### src/logic/mips_pkg.sv
package mips_pkg;

    // Primary opcodes of the supported subset.
    typedef enum logic [5:0] {
        OP_SPECIAL = 6'b000000,
        OP_J       = 6'b000010,
        OP_BEQ     = 6'b000100,
        OP_BNE     = 6'b000101,
        OP_ADDIU   = 6'b001001,
        OP_ORI     = 6'b001101,
        OP_LUI     = 6'b001111,
        OP_LW      = 6'b100011,
        OP_SW      = 6'b101011
    } op_e;

    // Function codes under OP_SPECIAL.
    typedef enum logic [5:0] {
        FN_ADDU = 6'b100001,
        FN_SUBU = 6'b100011,
        FN_AND  = 6'b100100,
        FN_OR   = 6'b100101,
        FN_SLT  = 6'b101010
    } funct_e;

    // The same instruction word seen as R-type and as I-type.
    typedef union packed {
        struct packed {
            logic [5:0] op;
            logic [4:0] rs;
            logic [4:0] rt;
            logic [4:0] rd;
            logic [4:0] shamt;
            logic [5:0] funct;
        } r;
        struct packed {
            logic [5:0]  op;
            logic [4:0]  rs;
            logic [4:0]  rt;
            logic [15:0] imm;
        } i;
    } inst_u;

    typedef struct packed {
        logic        req;
        logic        wr;
        logic [31:0] addr;
        logic [31:0] wdata;
    } bus_req_t;

    typedef struct packed {
        logic        addr_ok;
        logic        data_ok;
        logic [31:0] rdata;
    } bus_rsp_t;

    typedef struct packed {
        logic        wr;
        logic [31:0] addr;
        logic [31:0] wdata;
    } mem_op_t;

    typedef struct packed {
        logic        valid;
        logic [31:0] pc;
        logic [3:0]  rf_wen;
        logic [4:0]  rf_wnum;
        logic [31:0] rf_wdata;
    } dbg_wb_t;

endpackage
### src/logic/mips_core.sv
`timescale 1ns/1ns

module mips_core #(
    parameter logic [31:0] RESET_PC = 32'hbfc0_0000
) (
    input  logic               clk,
    input  logic               rst,
    output mips_pkg::bus_req_t bus_req_o,
    input  mips_pkg::bus_rsp_t bus_rsp_i,
    output mips_pkg::dbg_wb_t  dbg_o
);

    import mips_pkg::*;

    bus_req_t    if_req, ls_req;
    bus_rsp_t    if_rsp, ls_rsp;
    inst_u       inst;
    mem_op_t     mem_op;
    logic        inst_valid, fetch_next, mem_start, mem_done, rf_we;
    logic [31:0] pc, next_pc, load_data, rdata1, rdata2, rf_wdata;
    logic [4:0]  raddr1, raddr2, rf_waddr;

    regfile u_regfile (.clk(clk), .rst(rst), .raddr1_i(raddr1), .raddr2_i(raddr2),
        .rdata1_o(rdata1), .rdata2_o(rdata2), .we_i(rf_we), .waddr_i(rf_waddr),
        .wdata_i(rf_wdata));

    ifetch #(.RESET_PC(RESET_PC)) u_ifetch (.clk(clk), .rst(rst),
        .fetch_next_i(fetch_next), .next_pc_i(next_pc),
        .bus_req_o(if_req), .bus_rsp_i(if_rsp),
        .inst_valid_o(inst_valid), .inst_o(inst), .pc_o(pc));

    lsu u_lsu (.clk(clk), .rst(rst), .mem_start_i(mem_start), .mem_op_i(mem_op),
        .bus_req_o(ls_req), .bus_rsp_i(ls_rsp),
        .mem_done_o(mem_done), .load_data_o(load_data));

    // Data accesses take the shared bus ahead of instruction fetch.
    sram_arbiter u_sram_arbiter (.clk(clk), .rst(rst),
        .if_req_i(if_req), .if_rsp_o(if_rsp), .ls_req_i(ls_req), .ls_rsp_o(ls_rsp),
        .bus_req_o(bus_req_o), .bus_rsp_i(bus_rsp_i));

    exec_unit u_exec_unit (.clk(clk), .rst(rst),
        .inst_valid_i(inst_valid), .inst_i(inst), .pc_i(pc),
        .rf_raddr1_o(raddr1), .rf_raddr2_o(raddr2),
        .rf_rdata1_i(rdata1), .rf_rdata2_i(rdata2),
        .rf_we_o(rf_we), .rf_waddr_o(rf_waddr), .rf_wdata_o(rf_wdata),
        .fetch_next_o(fetch_next), .next_pc_o(next_pc),
        .mem_start_o(mem_start), .mem_op_o(mem_op),
        .mem_done_i(mem_done), .load_data_i(load_data), .dbg_o(dbg_o));

endmodule

### src/logic/exec_unit.sv
`timescale 1ns/1ns

module exec_unit (
    input  logic              clk,
    input  logic              rst,
    input  logic              inst_valid_i,
    input  mips_pkg::inst_u   inst_i,
    input  logic [31:0]       pc_i,
    output logic [4:0]        rf_raddr1_o,
    output logic [4:0]        rf_raddr2_o,
    input  logic [31:0]       rf_rdata1_i,
    input  logic [31:0]       rf_rdata2_i,
    output logic              rf_we_o,
    output logic [4:0]        rf_waddr_o,
    output logic [31:0]       rf_wdata_o,
    output logic              fetch_next_o,
    output logic [31:0]       next_pc_o,
    output logic              mem_start_o,
    output mips_pkg::mem_op_t mem_op_o,
    input  logic              mem_done_i,
    input  logic [31:0]       load_data_i,
    output mips_pkg::dbg_wb_t dbg_o
);

    import mips_pkg::*;

    localparam logic [1:0] S_IDLE   = 2'd0;
    localparam logic [1:0] S_MEM    = 2'd1;
    localparam logic [1:0] S_RETIRE = 2'd2;

    logic [1:0]  state_q;
    logic        mem_start_q;
    logic [31:0] simm;
    logic [31:0] pc_plus4;
    logic [31:0] result;
    logic [4:0]  dest;
    logic        writes;
    logic        taken;
    logic        is_mem;
    logic        retire;

    assign simm        = {{16{inst_i.i.imm[15]}}, inst_i.i.imm};
    assign pc_plus4    = pc_i + 32'd4;
    assign rf_raddr1_o = inst_i.r.rs;
    assign rf_raddr2_o = inst_i.r.rt;
    assign is_mem      = inst_i.i.op == OP_LW || inst_i.i.op == OP_SW;

    // Inst and pc hold still until fetch_next, so decode stays valid at retire.
    always_comb begin
        result    = 32'd0;
        dest      = inst_i.i.rt;
        writes    = 1'b1;
        taken     = 1'b0;
        next_pc_o = pc_plus4;
        case (inst_i.r.op)
            OP_SPECIAL: begin
                dest = inst_i.r.rd;
                case (inst_i.r.funct)
                    FN_ADDU: result = rf_rdata1_i + rf_rdata2_i;
                    FN_SUBU: result = rf_rdata1_i - rf_rdata2_i;
                    FN_AND:  result = rf_rdata1_i & rf_rdata2_i;
                    FN_OR:   result = rf_rdata1_i | rf_rdata2_i;
                    FN_SLT:  result = {31'd0, $signed(rf_rdata1_i) < $signed(rf_rdata2_i)};
                    default: writes = 1'b0;
                endcase
            end
            OP_ADDIU: result = rf_rdata1_i + simm;
            OP_ORI:   result = rf_rdata1_i | {16'd0, inst_i.i.imm};
            OP_LUI:   result = {inst_i.i.imm, 16'd0};
            OP_LW:    result = load_data_i;
            OP_BEQ:   taken = rf_rdata1_i == rf_rdata2_i;
            OP_BNE:   taken = rf_rdata1_i != rf_rdata2_i;
            // J stays inside the 256 MB region of the following address
            OP_J:     next_pc_o = {pc_plus4[31:28], inst_i[25:0], 2'b00};
            default:  ;
        endcase
        if (!(inst_i.r.op inside {OP_SPECIAL, OP_ADDIU, OP_ORI, OP_LUI, OP_LW})) begin
            writes = 1'b0;
        end
        if (taken) begin
            next_pc_o = pc_plus4 + {simm[29:0], 2'b00};
        end
    end

    always_ff @(posedge clk) begin
        if (rst) begin
            state_q     <= S_IDLE;
            mem_start_q <= 1'b0;
        end else begin
            mem_start_q <= 1'b0;
            case (state_q)
                S_IDLE: begin
                    if (inst_valid_i) begin
                        state_q     <= is_mem ? S_MEM : S_RETIRE;
                        mem_start_q <= is_mem;
                    end
                end
                S_MEM: begin
                    if (mem_done_i) begin
                        state_q <= S_RETIRE;
                    end
                end
                default: state_q <= S_IDLE;
            endcase
        end
    end

    assign retire       = state_q == S_RETIRE;
    assign fetch_next_o = retire;
    assign rf_we_o      = retire && writes && dest != 5'd0;
    assign rf_waddr_o   = dest;
    assign rf_wdata_o   = result;
    assign mem_start_o  = mem_start_q;
    assign mem_op_o     = '{wr: inst_i.i.op == OP_SW, addr: rf_rdata1_i + simm,
                            wdata: rf_rdata2_i};
    assign dbg_o        = '{valid: retire, pc: pc_i, rf_wen: {4{rf_we_o}},
                            rf_wnum: dest, rf_wdata: result};

endmodule

### src/logic/sram_arbiter.sv
`timescale 1ns/1ns

module sram_arbiter (
    input  logic               clk,
    input  logic               rst,
    input  mips_pkg::bus_req_t if_req_i,
    output mips_pkg::bus_rsp_t if_rsp_o,
    input  mips_pkg::bus_req_t ls_req_i,
    output mips_pkg::bus_rsp_t ls_rsp_o,
    output mips_pkg::bus_req_t bus_req_o,
    input  mips_pkg::bus_rsp_t bus_rsp_i
);

    logic busy_q;
    logic owner_ls_q;
    logic sel_ls;

    // While idle the data side wins; once granted, the owner keeps the bus.
    assign sel_ls = busy_q ? owner_ls_q : ls_req_i.req;

    assign bus_req_o = sel_ls ? ls_req_i : if_req_i;

    always_comb begin
        if_rsp_o = bus_rsp_i;
        ls_rsp_o = bus_rsp_i;
        if_rsp_o.addr_ok = bus_rsp_i.addr_ok & ~sel_ls;
        if_rsp_o.data_ok = bus_rsp_i.data_ok & ~sel_ls;
        ls_rsp_o.addr_ok = bus_rsp_i.addr_ok & sel_ls;
        ls_rsp_o.data_ok = bus_rsp_i.data_ok & sel_ls;
    end

    // The grant is taken in the first request cycle even if addr_ok is
    // still withheld, so the outside bus never sees its request change.
    always_ff @(posedge clk) begin
        if (rst) begin
            busy_q     <= 1'b0;
            owner_ls_q <= 1'b0;
        end else if (!busy_q) begin
            if (if_req_i.req || ls_req_i.req) begin
                busy_q     <= 1'b1;
                owner_ls_q <= ls_req_i.req;
            end
        end else if (bus_rsp_i.data_ok) begin
            busy_q <= 1'b0;
        end
    end

    a_no_idle_data: assert property (@(posedge clk) disable iff (rst)
        bus_rsp_i.data_ok |-> busy_q);

    // The memory only accepts an address that is actually being requested.
    a_addr_ok_req: assert property (@(posedge clk) disable iff (rst)
        bus_rsp_i.addr_ok |-> bus_req_o.req);

endmodule

### src/logic/lsu.sv
`timescale 1ns/1ns

module lsu (
    input  logic               clk,
    input  logic               rst,
    input  logic               mem_start_i,
    input  mips_pkg::mem_op_t  mem_op_i,
    output mips_pkg::bus_req_t bus_req_o,
    input  mips_pkg::bus_rsp_t bus_rsp_i,
    output logic               mem_done_o,
    output logic [31:0]        load_data_o
);

    import mips_pkg::*;

    mem_op_t     op_q;
    logic        req_q;
    logic        wait_q;
    logic        done_q;
    logic [31:0] load_q;

    always_ff @(posedge clk) begin
        if (rst) begin
            req_q  <= 1'b0;
            wait_q <= 1'b0;
            done_q <= 1'b0;
        end else begin
            done_q <= 1'b0;
            if (mem_start_i) begin
                req_q <= 1'b1;
            end else if (req_q && bus_rsp_i.addr_ok) begin
                req_q  <= 1'b0;
                wait_q <= 1'b1;
            end else if (wait_q && bus_rsp_i.data_ok) begin
                wait_q <= 1'b0;
                done_q <= 1'b1;
            end
        end
    end

    // Load data stays put until the next load so the retire step can use it.
    always_ff @(posedge clk) begin
        if (mem_start_i) begin
            op_q <= mem_op_i;
        end
        if (wait_q && bus_rsp_i.data_ok && !op_q.wr) begin
            load_q <= bus_rsp_i.rdata;
        end
    end

    assign bus_req_o   = '{req: req_q, wr: op_q.wr, addr: op_q.addr, wdata: op_q.wdata};
    assign mem_done_o  = done_q;
    assign load_data_o = load_q;

    a_start_idle: assert property (@(posedge clk) disable iff (rst)
        mem_start_i |-> !req_q && !wait_q && !done_q);

endmodule

### src/logic/ifetch.sv
`timescale 1ns/1ns

module ifetch #(
    parameter logic [31:0] RESET_PC = 32'hbfc0_0000
) (
    input  logic               clk,
    input  logic               rst,
    input  logic               fetch_next_i,
    input  logic [31:0]        next_pc_i,
    output mips_pkg::bus_req_t bus_req_o,
    input  mips_pkg::bus_rsp_t bus_rsp_i,
    output logic               inst_valid_o,
    output mips_pkg::inst_u    inst_o,
    output logic [31:0]        pc_o
);

    logic        boot_q;
    logic        req_q;
    logic        wait_q;
    logic        valid_q;
    logic [31:0] pc_q;
    logic [31:0] inst_q;

    // The first fetch starts by itself once reset is gone.
    always_ff @(posedge clk) begin
        if (rst) begin
            boot_q  <= 1'b1;
            req_q   <= 1'b0;
            wait_q  <= 1'b0;
            valid_q <= 1'b0;
            pc_q    <= RESET_PC;
        end else begin
            valid_q <= 1'b0;
            if (boot_q || fetch_next_i) begin
                boot_q <= 1'b0;
                req_q  <= 1'b1;
            end else if (req_q && bus_rsp_i.addr_ok) begin
                req_q  <= 1'b0;
                wait_q <= 1'b1;
            end else if (wait_q && bus_rsp_i.data_ok) begin
                wait_q  <= 1'b0;
                valid_q <= 1'b1;
            end
            if (fetch_next_i) begin
                pc_q <= next_pc_i;
            end
        end
    end

    always_ff @(posedge clk) begin
        if (wait_q && bus_rsp_i.data_ok) begin
            inst_q <= bus_rsp_i.rdata;
        end
    end

    assign bus_req_o    = '{req: req_q, wr: 1'b0, addr: pc_q, wdata: 32'd0};
    assign inst_valid_o = valid_q;
    assign inst_o       = inst_q;
    assign pc_o         = pc_q;

    // Branch and jump targets from the exec unit must stay word aligned.
    a_pc_aligned: assert property (@(posedge clk) disable iff (rst)
        req_q |-> pc_q[1:0] == 2'b00);
    a_req_held: assert property (@(posedge clk) disable iff (rst)
        req_q && !bus_rsp_i.addr_ok |=> req_q && $stable(pc_q));

endmodule

### src/logic/regfile.sv
`timescale 1ns/1ns

module regfile (
    input  logic        clk,
    input  logic        rst,
    input  logic [4:0]  raddr1_i,
    input  logic [4:0]  raddr2_i,
    output logic [31:0] rdata1_o,
    output logic [31:0] rdata2_o,
    input  logic        we_i,
    input  logic [4:0]  waddr_i,
    input  logic [31:0] wdata_i
);

    logic [31:0] regs [32];

    always_ff @(posedge clk) begin
        if (we_i && waddr_i != 5'd0) begin
            regs[waddr_i] <= wdata_i;
        end
    end

    // Entry 0 is never written, so reads of r0 return zero here.
    assign rdata1_o = (raddr1_i == 5'd0) ? 32'd0 : regs[raddr1_i];
    assign rdata2_o = (raddr2_i == 5'd0) ? 32'd0 : regs[raddr2_i];

    // The exec unit drops the write enable for r0 before it gets here.
    a_no_r0_write: assert property (@(posedge clk) disable iff (rst)
        !(we_i && waddr_i == 5'd0));

endmodule

### config.mk
export PLATFORM = sky130hd
export DESIGN_NAME = mips_core
export DESIGN_NICKNAME = d
export VERILOG_FILES = /design/src/logic/mips_pkg.sv /design/src/logic/mips_core.sv /design/src/logic/exec_unit.sv /design/src/logic/sram_arbiter.sv /design/src/logic/lsu.sv /design/src/logic/ifetch.sv /design/src/logic/regfile.sv
export SDC_FILE = /design/constraint.sdc
export NUM_CORES = 2
export LEC_CHECK = 0
export BUFFER_PORTS_ARGS = -buffer_cell sky130_fd_sc_hd__buf_2
export CORE_MARGIN = 5
export CORE_UTILIZATION = 55
export DETAILED_ROUTE_END_ITERATION = 12
export PLACE_DENSITY = 0.79
export SLEW_MARGIN = 25
export SYNTH_ARGS = -nofsm -noshare
export SYNTH_HDL_FRONTEND = slang
export SYNTH_SLANG_ARGS = --single-unit
### constraint.sdc
create_clock -name clk -period 12.9 [get_ports clk]
set_clock_uncertainty 0.2 [all_clocks]
set_input_delay 0.645 -clock clk [delete_from_list [all_inputs] [get_ports clk]]
set_output_delay 0.645 -clock clk [all_outputs]
set_load 0.1 [all_outputs]
# Word-level counts from Yosys, hierarchy flattened
# Memory sizes are Yosys's and may differ from the RTL's. A register that Yosys moved wholly into a read port is not among the register bits.
# Index checks and enable logic that the tools add are counted.
[word_totals]
reg_bits = 173
ram_bits = 1024
input_bits = 36
out_inout_bits = 140
elab_cells = 120
n_memories = 1
[classes]
n_addsub = 5
n_lt_le_gt_ge = 1
eq_ne = 19
mux = 34
n_bitwise = 13
n_reduce_logical = 30
[memory_table]
columns = ["name", "words", "width", "rd", "rd_ports_with_merged_regs", "wr", "line_no", "text"]
rows = [
  ["u_regfile.regs", 32, 32, 2, 2, 1, "regfile.sv:15", "logic [31:0] regs [32];"],
]
[op_table]
columns = ["cell", "count"]
rows = [
  ["32-bit one-hot mux with 5 select lines", 2],
  ["32-bit adder", 3],
  ["32-bit 2-to-1 mux", 3],
  ["66-bit 2-to-1 mux", 1],
  ["6-bit equality test, second input constant", 7],
  ["32-bit by 3-bit adder with 32-bit output, second input constant", 1],
  ["32-bit AND", 1],
  ["32-bit equality test", 1],
  ["32-bit less-than comparator", 1],
  ["32-bit inequality test", 1],
  ["32-bit by 16-bit bitwise OR with 32-bit output", 1],
  ["32-bit bitwise OR", 1],
  ["32-bit subtractor", 1],
  ["28-bit 2-to-1 mux", 1],
  ["1-bit 2-to-1 mux", 19],
  ["6-bit by 4-bit equality test with 1-bit output, second input constant", 3],
  ["5-bit 2-to-1 mux", 3],
  ["6-bit by 3-bit equality test with 1-bit output, second input constant", 2],
  ["5-bit logical NOT", 2],
  ["5-bit nonzero test", 2],
  ["3-bit OR reduction", 3],
  ["1-bit logical AND", 8],
  ["2-bit AND reduction", 4],
  ["2-bit nonzero test", 4],
  ["14 further kinds", 27],
]

# Depth between registers and ports, before layout
[depth]
word_depth = 10
ltp_mapped = 31
mapped_depth_nobuf = 22

# Hierarchy
# A second synthesis with hierarchy kept.
[unflattened]
hier_cells = 4716
area_unflattened_um2 = 66326.1
[by_module_without_submodules]
columns = ["mod", "n_inst", "cells_per_inst", "area_per_inst_um2", "seq_area_each_um2"]
rows = [
  ["regfile", 1, 2564, 47929.7, 30749.5],
  ["exec_unit", 1, 1669, 11046.8, 60.1],
  ["lsu", 1, 111, 3037.9, 2972.9],
  ["ifetch", 1, 218, 2790.2, 1681.6],
  ["sram_arbiter", 1, 154, 1521.5, 40.0],
]

# Worst setup path before layout
# No wires, ideal clock.
[synth_timing]
path_type = "flip-flop to flip-flop"
startpoint = "register (tool-made name)"
endpoint = "memory u_regfile.regs[0][22], data pin"
setup_time_ps = 863
t_arrival_ps = 9825
required_ps = 11837
setup_slack_ps = 2011
path_stages_with_launch = 30
path_buffers = 10
synth_period_minus_slack_ps = 10889
path_cell_list = "dfxtp_1 > buf_6 > buf_12 > buf_12 > buf_8 > buf_6 > buf_6 > buf_2 > buf_2 > clkbuf_1 > buf_2 > mux4_2 > mux4_2 > nand2_1 > a21o_1 > ha_1 > inv_1 > fa_1 > nand2_1 > a21oi_1 > a32oi_2 > a221oi_2 > a221oi_2 > o21ai_2 > a211o_1 > a211o_1 > a21bo_2 > nor3_1 > a211oi_1 > o21ai_0"
[synth_rtl]
columns = ["element", "line_no"]
rows = [
  ["end: declaration", "regfile.sv:15"],
]

==> out/metrics.yaml <==
status:
  status: "finished with violations"
  violations: "design-rule violations"
yosys:
  ys_warn_count: 0
  ys_types: 118
  synth-edff-count: 1153
  netlist_area_um2: 64200
  yosys_most_used_dff: "edfxtp_1"
  seq_area_frac_synth_pct: 55.6
  async_reset_ff_share_pct: 0
  synth_cells: 4195
  ys_ff_latch: 1205
  syn_avg_cell_area_um2: 15.3
final_layout:
  layout_common_cells: "1,153 x edfxtp_1, 545 x mux4_2, 248 x nand2_1, 233 x nor2_1, 173 x buf_2"
  drive_gt1_share_pct: 27.4
  num-fill-cells: 8165
  multi_input_area_um2: 27100
  regArea_um2: 35700
  final_common_cell: "edfxtp_1"
  area_growth_syn_to_layout_pct: 11.4
  nets: 4604
critical_path:
  worstReg2RegEnd: "u_ifetch.pc_o[17]"
  cp.required_ns: 12.06
  slowest_stage: "dfxtp_4"
  crit_type: "flop to output port"
  start_kind: "flop"
  worst_setup_path_end_kind: "output port"
  worstPathArrival_ns: 8.64
  cp_max_fo: 106
  timing.reg2reg.setup_slack_ns: 4.57
  crit_chain: "buf_12 -> buf_4 -> mux4_2 -> o22ai_1 -> nor3_1 -> o21ai_1 -> inv_1 -> ha_1 -> nor2_1 -> nand3_1 -> a311oi_1 -> a21oi_1 -> a31oi_1 -> nor3_1 -> o41a_1 -> a31oi_1 -> a21oi_1 -> mux2i_1 -> a221oi_1 -> o211ai_1 -> buf_4 -> buf_2"
  r2r_cells: 19
  max_stage_delay_ns: 0.73
routing:
  ant_nets: 0
  drc: 2
  first_iter_violations: 7174
  wl_per_cell_um: 36.5
  vias: 44012
  viasPerCell: 7.27
  dr.pass1.iters: 10
  wirelength_mm: 221
pwr:
  vdd_drop_max_uv: 123
  p_leak_nw: 24.7
  power_density_nw_per_um2: 117
timing:
  max_slew_margin_pct: 23.4
  hold_ws_ns: 0.0422
  post-route-period-util_pct: 73.5
  tns_ns: 0
  tightest_slew_ns: 1.14
  hold_violations: 0
  period_needed_ns: 9.48
  rsz0062_at_grt: "false"
  slew_viol_final: 0
  max_freq_mhz: 105
  finalSetupViolCount: 0
worst_hold_path:
  whs_endpoint: "u_lsu.load_data_o[16]"
  min_path_cells: 1
  hold_path_class: "input port to flop"
  min-delay-start: "bus_rsp_i[16]"
grt:
  grt_pass1_wl_mm: 311
  track_usage_pct: 35.5
  grt_use_met3_pct: 9.94
  grt_max_degree: 107
  top_usage_layer: "met2"
  use_met1_pct: 46.4
  grt_util_met2_pct: 53.3
  antenna_found_initial: 6
  grt_pass1_vias: 43286
  grt-ovfl-total: 0
placement:
  gp_congestion: 1.00
  dpl.hpwl_mm: 137
  io_buffers: 173
clock_tree:
  cts_setup_buffers: 0
  cts_root_buffer: "clkbuf_16"
  path_clk_slew_ns: 0.07
  ctsHtreeMaxLevel: 3
  cts_made_buffers: 116
  clock_path_buffers: 3
  clock_sinks: 1205
  worst_skew_pair.late_latency_ns: 0.76
  cts_tree: "done"
floorplan:
  fp.dieW_um: 352
  dieArea_um2: 124000
  start_util_pct: 55.3
  die_y_um: 352
  fp-row-count: 125
  core_um2: 116000
  ioPinCount: 176
job:
  drv_cap: 0
## per-layer routing
| layer | vias up | part of all wire [%] |
|---|---|---|
| met5 | - | 0.024 |
| met4 | 8 | 7.5 |
| met3 | 796 | 14 |
| met2 | 3993 | 44 |
| met1 | 21906 | 34 |
| li1 | 17309 | - |
## synthesized netlist by cell type, types with 38 or more instances
cell | n | area [um2]
clkbuf_1 | 116 | 435
o21ai_0 | 107 | 536
nand2b_1 | 44 | 275
nor2b_1 | 63 | 394
mux4_2 | 545 | 12300
mux2_2 | 51 | 574
dfxtp_1 | 52 | 1040
nand2_1 | 248 | 931
a21o_1 | 38 | 285
nor3_1 | 50 | 250
a21oi_1 | 149 | 746
mux2i_1 | 148 | 1480
xnor2_1 | 88 | 771
buf_2 | 51 | 255
ha_1 | 140 | 1750
edfxtp_1 | 1153 | 34600
nand3_1 | 64 | 320
inv_1 | 147 | 552
nor2_1 | 262 | 983
## worst max-delay path: cells and delay by family (launching register included)
family | cells | cell delay (ns)
and+or+nand+nor | 4 | 0.58
buffers and inverters | 5 | 2.15
muxes | 2 | 0.74
adders and majority gates | 1 | 0.44
AOI/OAI and AO/OA | 10 | 2.94
DFF | 1 | 0.73
## cell families after synthesis
| family | after synthesis | share of synthesized area [%] |
|---|---|---|
| flops | 1205 | 55.6 |
| simple gates | 879 | 6.65 |
| mux | 752 | 22.6 |
| compound gates | 677 | 7.58 |
| buf+inv | 412 | 3.10 |
| fa+ha+maj | 144 | 2.85 |
| xor+xnor | 125 | 1.71 |
| other cells | 1 | 0.00584 |
## power by group
| part | switching, mW | internal, mW | total (mW) |
|---|---|---|---|
| Clock | 1.57 | 2.00 | 3.57 |
| Sequential | 0.0170 | 4.24 | 4.26 |
| Combinational | 0.345 | 0.212 | 0.557 |
| Total | 1.93 | 6.45 | 8.38 |
## flip-flops by register name, summed over array words and instances, names as in the netlist, named ones only
register	cells
u_ifetch.inst_valid_o	1
u_ifetch.pc_o	30
u_lsu.wait_q	1
u_regfile.regs	1024
u_exec_unit.state_q	2
u_lsu.bus_req_o	65
u_exec_unit.mem_start_o	1
u_ifetch.boot_q	1
u_ifetch.inst_o	32
u_ifetch.req_q	1
u_lsu.mem_done_o	1
u_ifetch.wait_q	1
u_lsu.load_data_o	32
u_sram_arbiter.owner_ls_q	1
u_lsu.req_q	1
u_sram_arbiter.busy_q	1
## metrics by stage
step | power (mW) | worst slack (ns) | instances | area (um2) | utilization, %
floorplan | 4.72 | 2.01 | 4228 | 64300 | -
global placement | 4.87 | 4.22 | 5796 | 67100 | 57.8
detailed placement | 4.87 | 4.11 | 5797 | 67100 | 57.9
CTS | 8.38 | 3.20 | 6050 | 71500 | 61.6
global route | 8.61 | 2.90 | 6050 | 71500 | 61.6
finish | 8.38 | 3.42 | 6052 | 71500 | 61.6
## final cells by class
cell class	count	share of cell area, %
diodes	2	0.00700
clock buffers	132	4.17
clock inverters	88	1.42
inverters	155	0.814
multi-input cells	2611	37.9
flip-flops and latches	1205	49.9
well taps	1524	2.67
repair buffers	335	3.13
## how the worst max path moves through the flow
stage	startpoint	to	slack, ns	cells after the start
finish	flop	dbg_o[28]	3.42	22
global route	flop	dbg_o[28]	2.90	22
CTS	flop	dbg_o[0]	3.20	22
detailed placement	flop	dbg_o[0]	4.11	22
global placement	flop	dbg_o[0]	4.22	22
floorplan	flop	u_regfile.regs[0][22]	2.01	29
## timing repair
item | 4_1_cts | 5_1_grt
resized for setup | 0 | 0
hold buffers | 33 | 0
hold endpoints to repair | 68 | 0
Power figures use the tool's default switching activity.
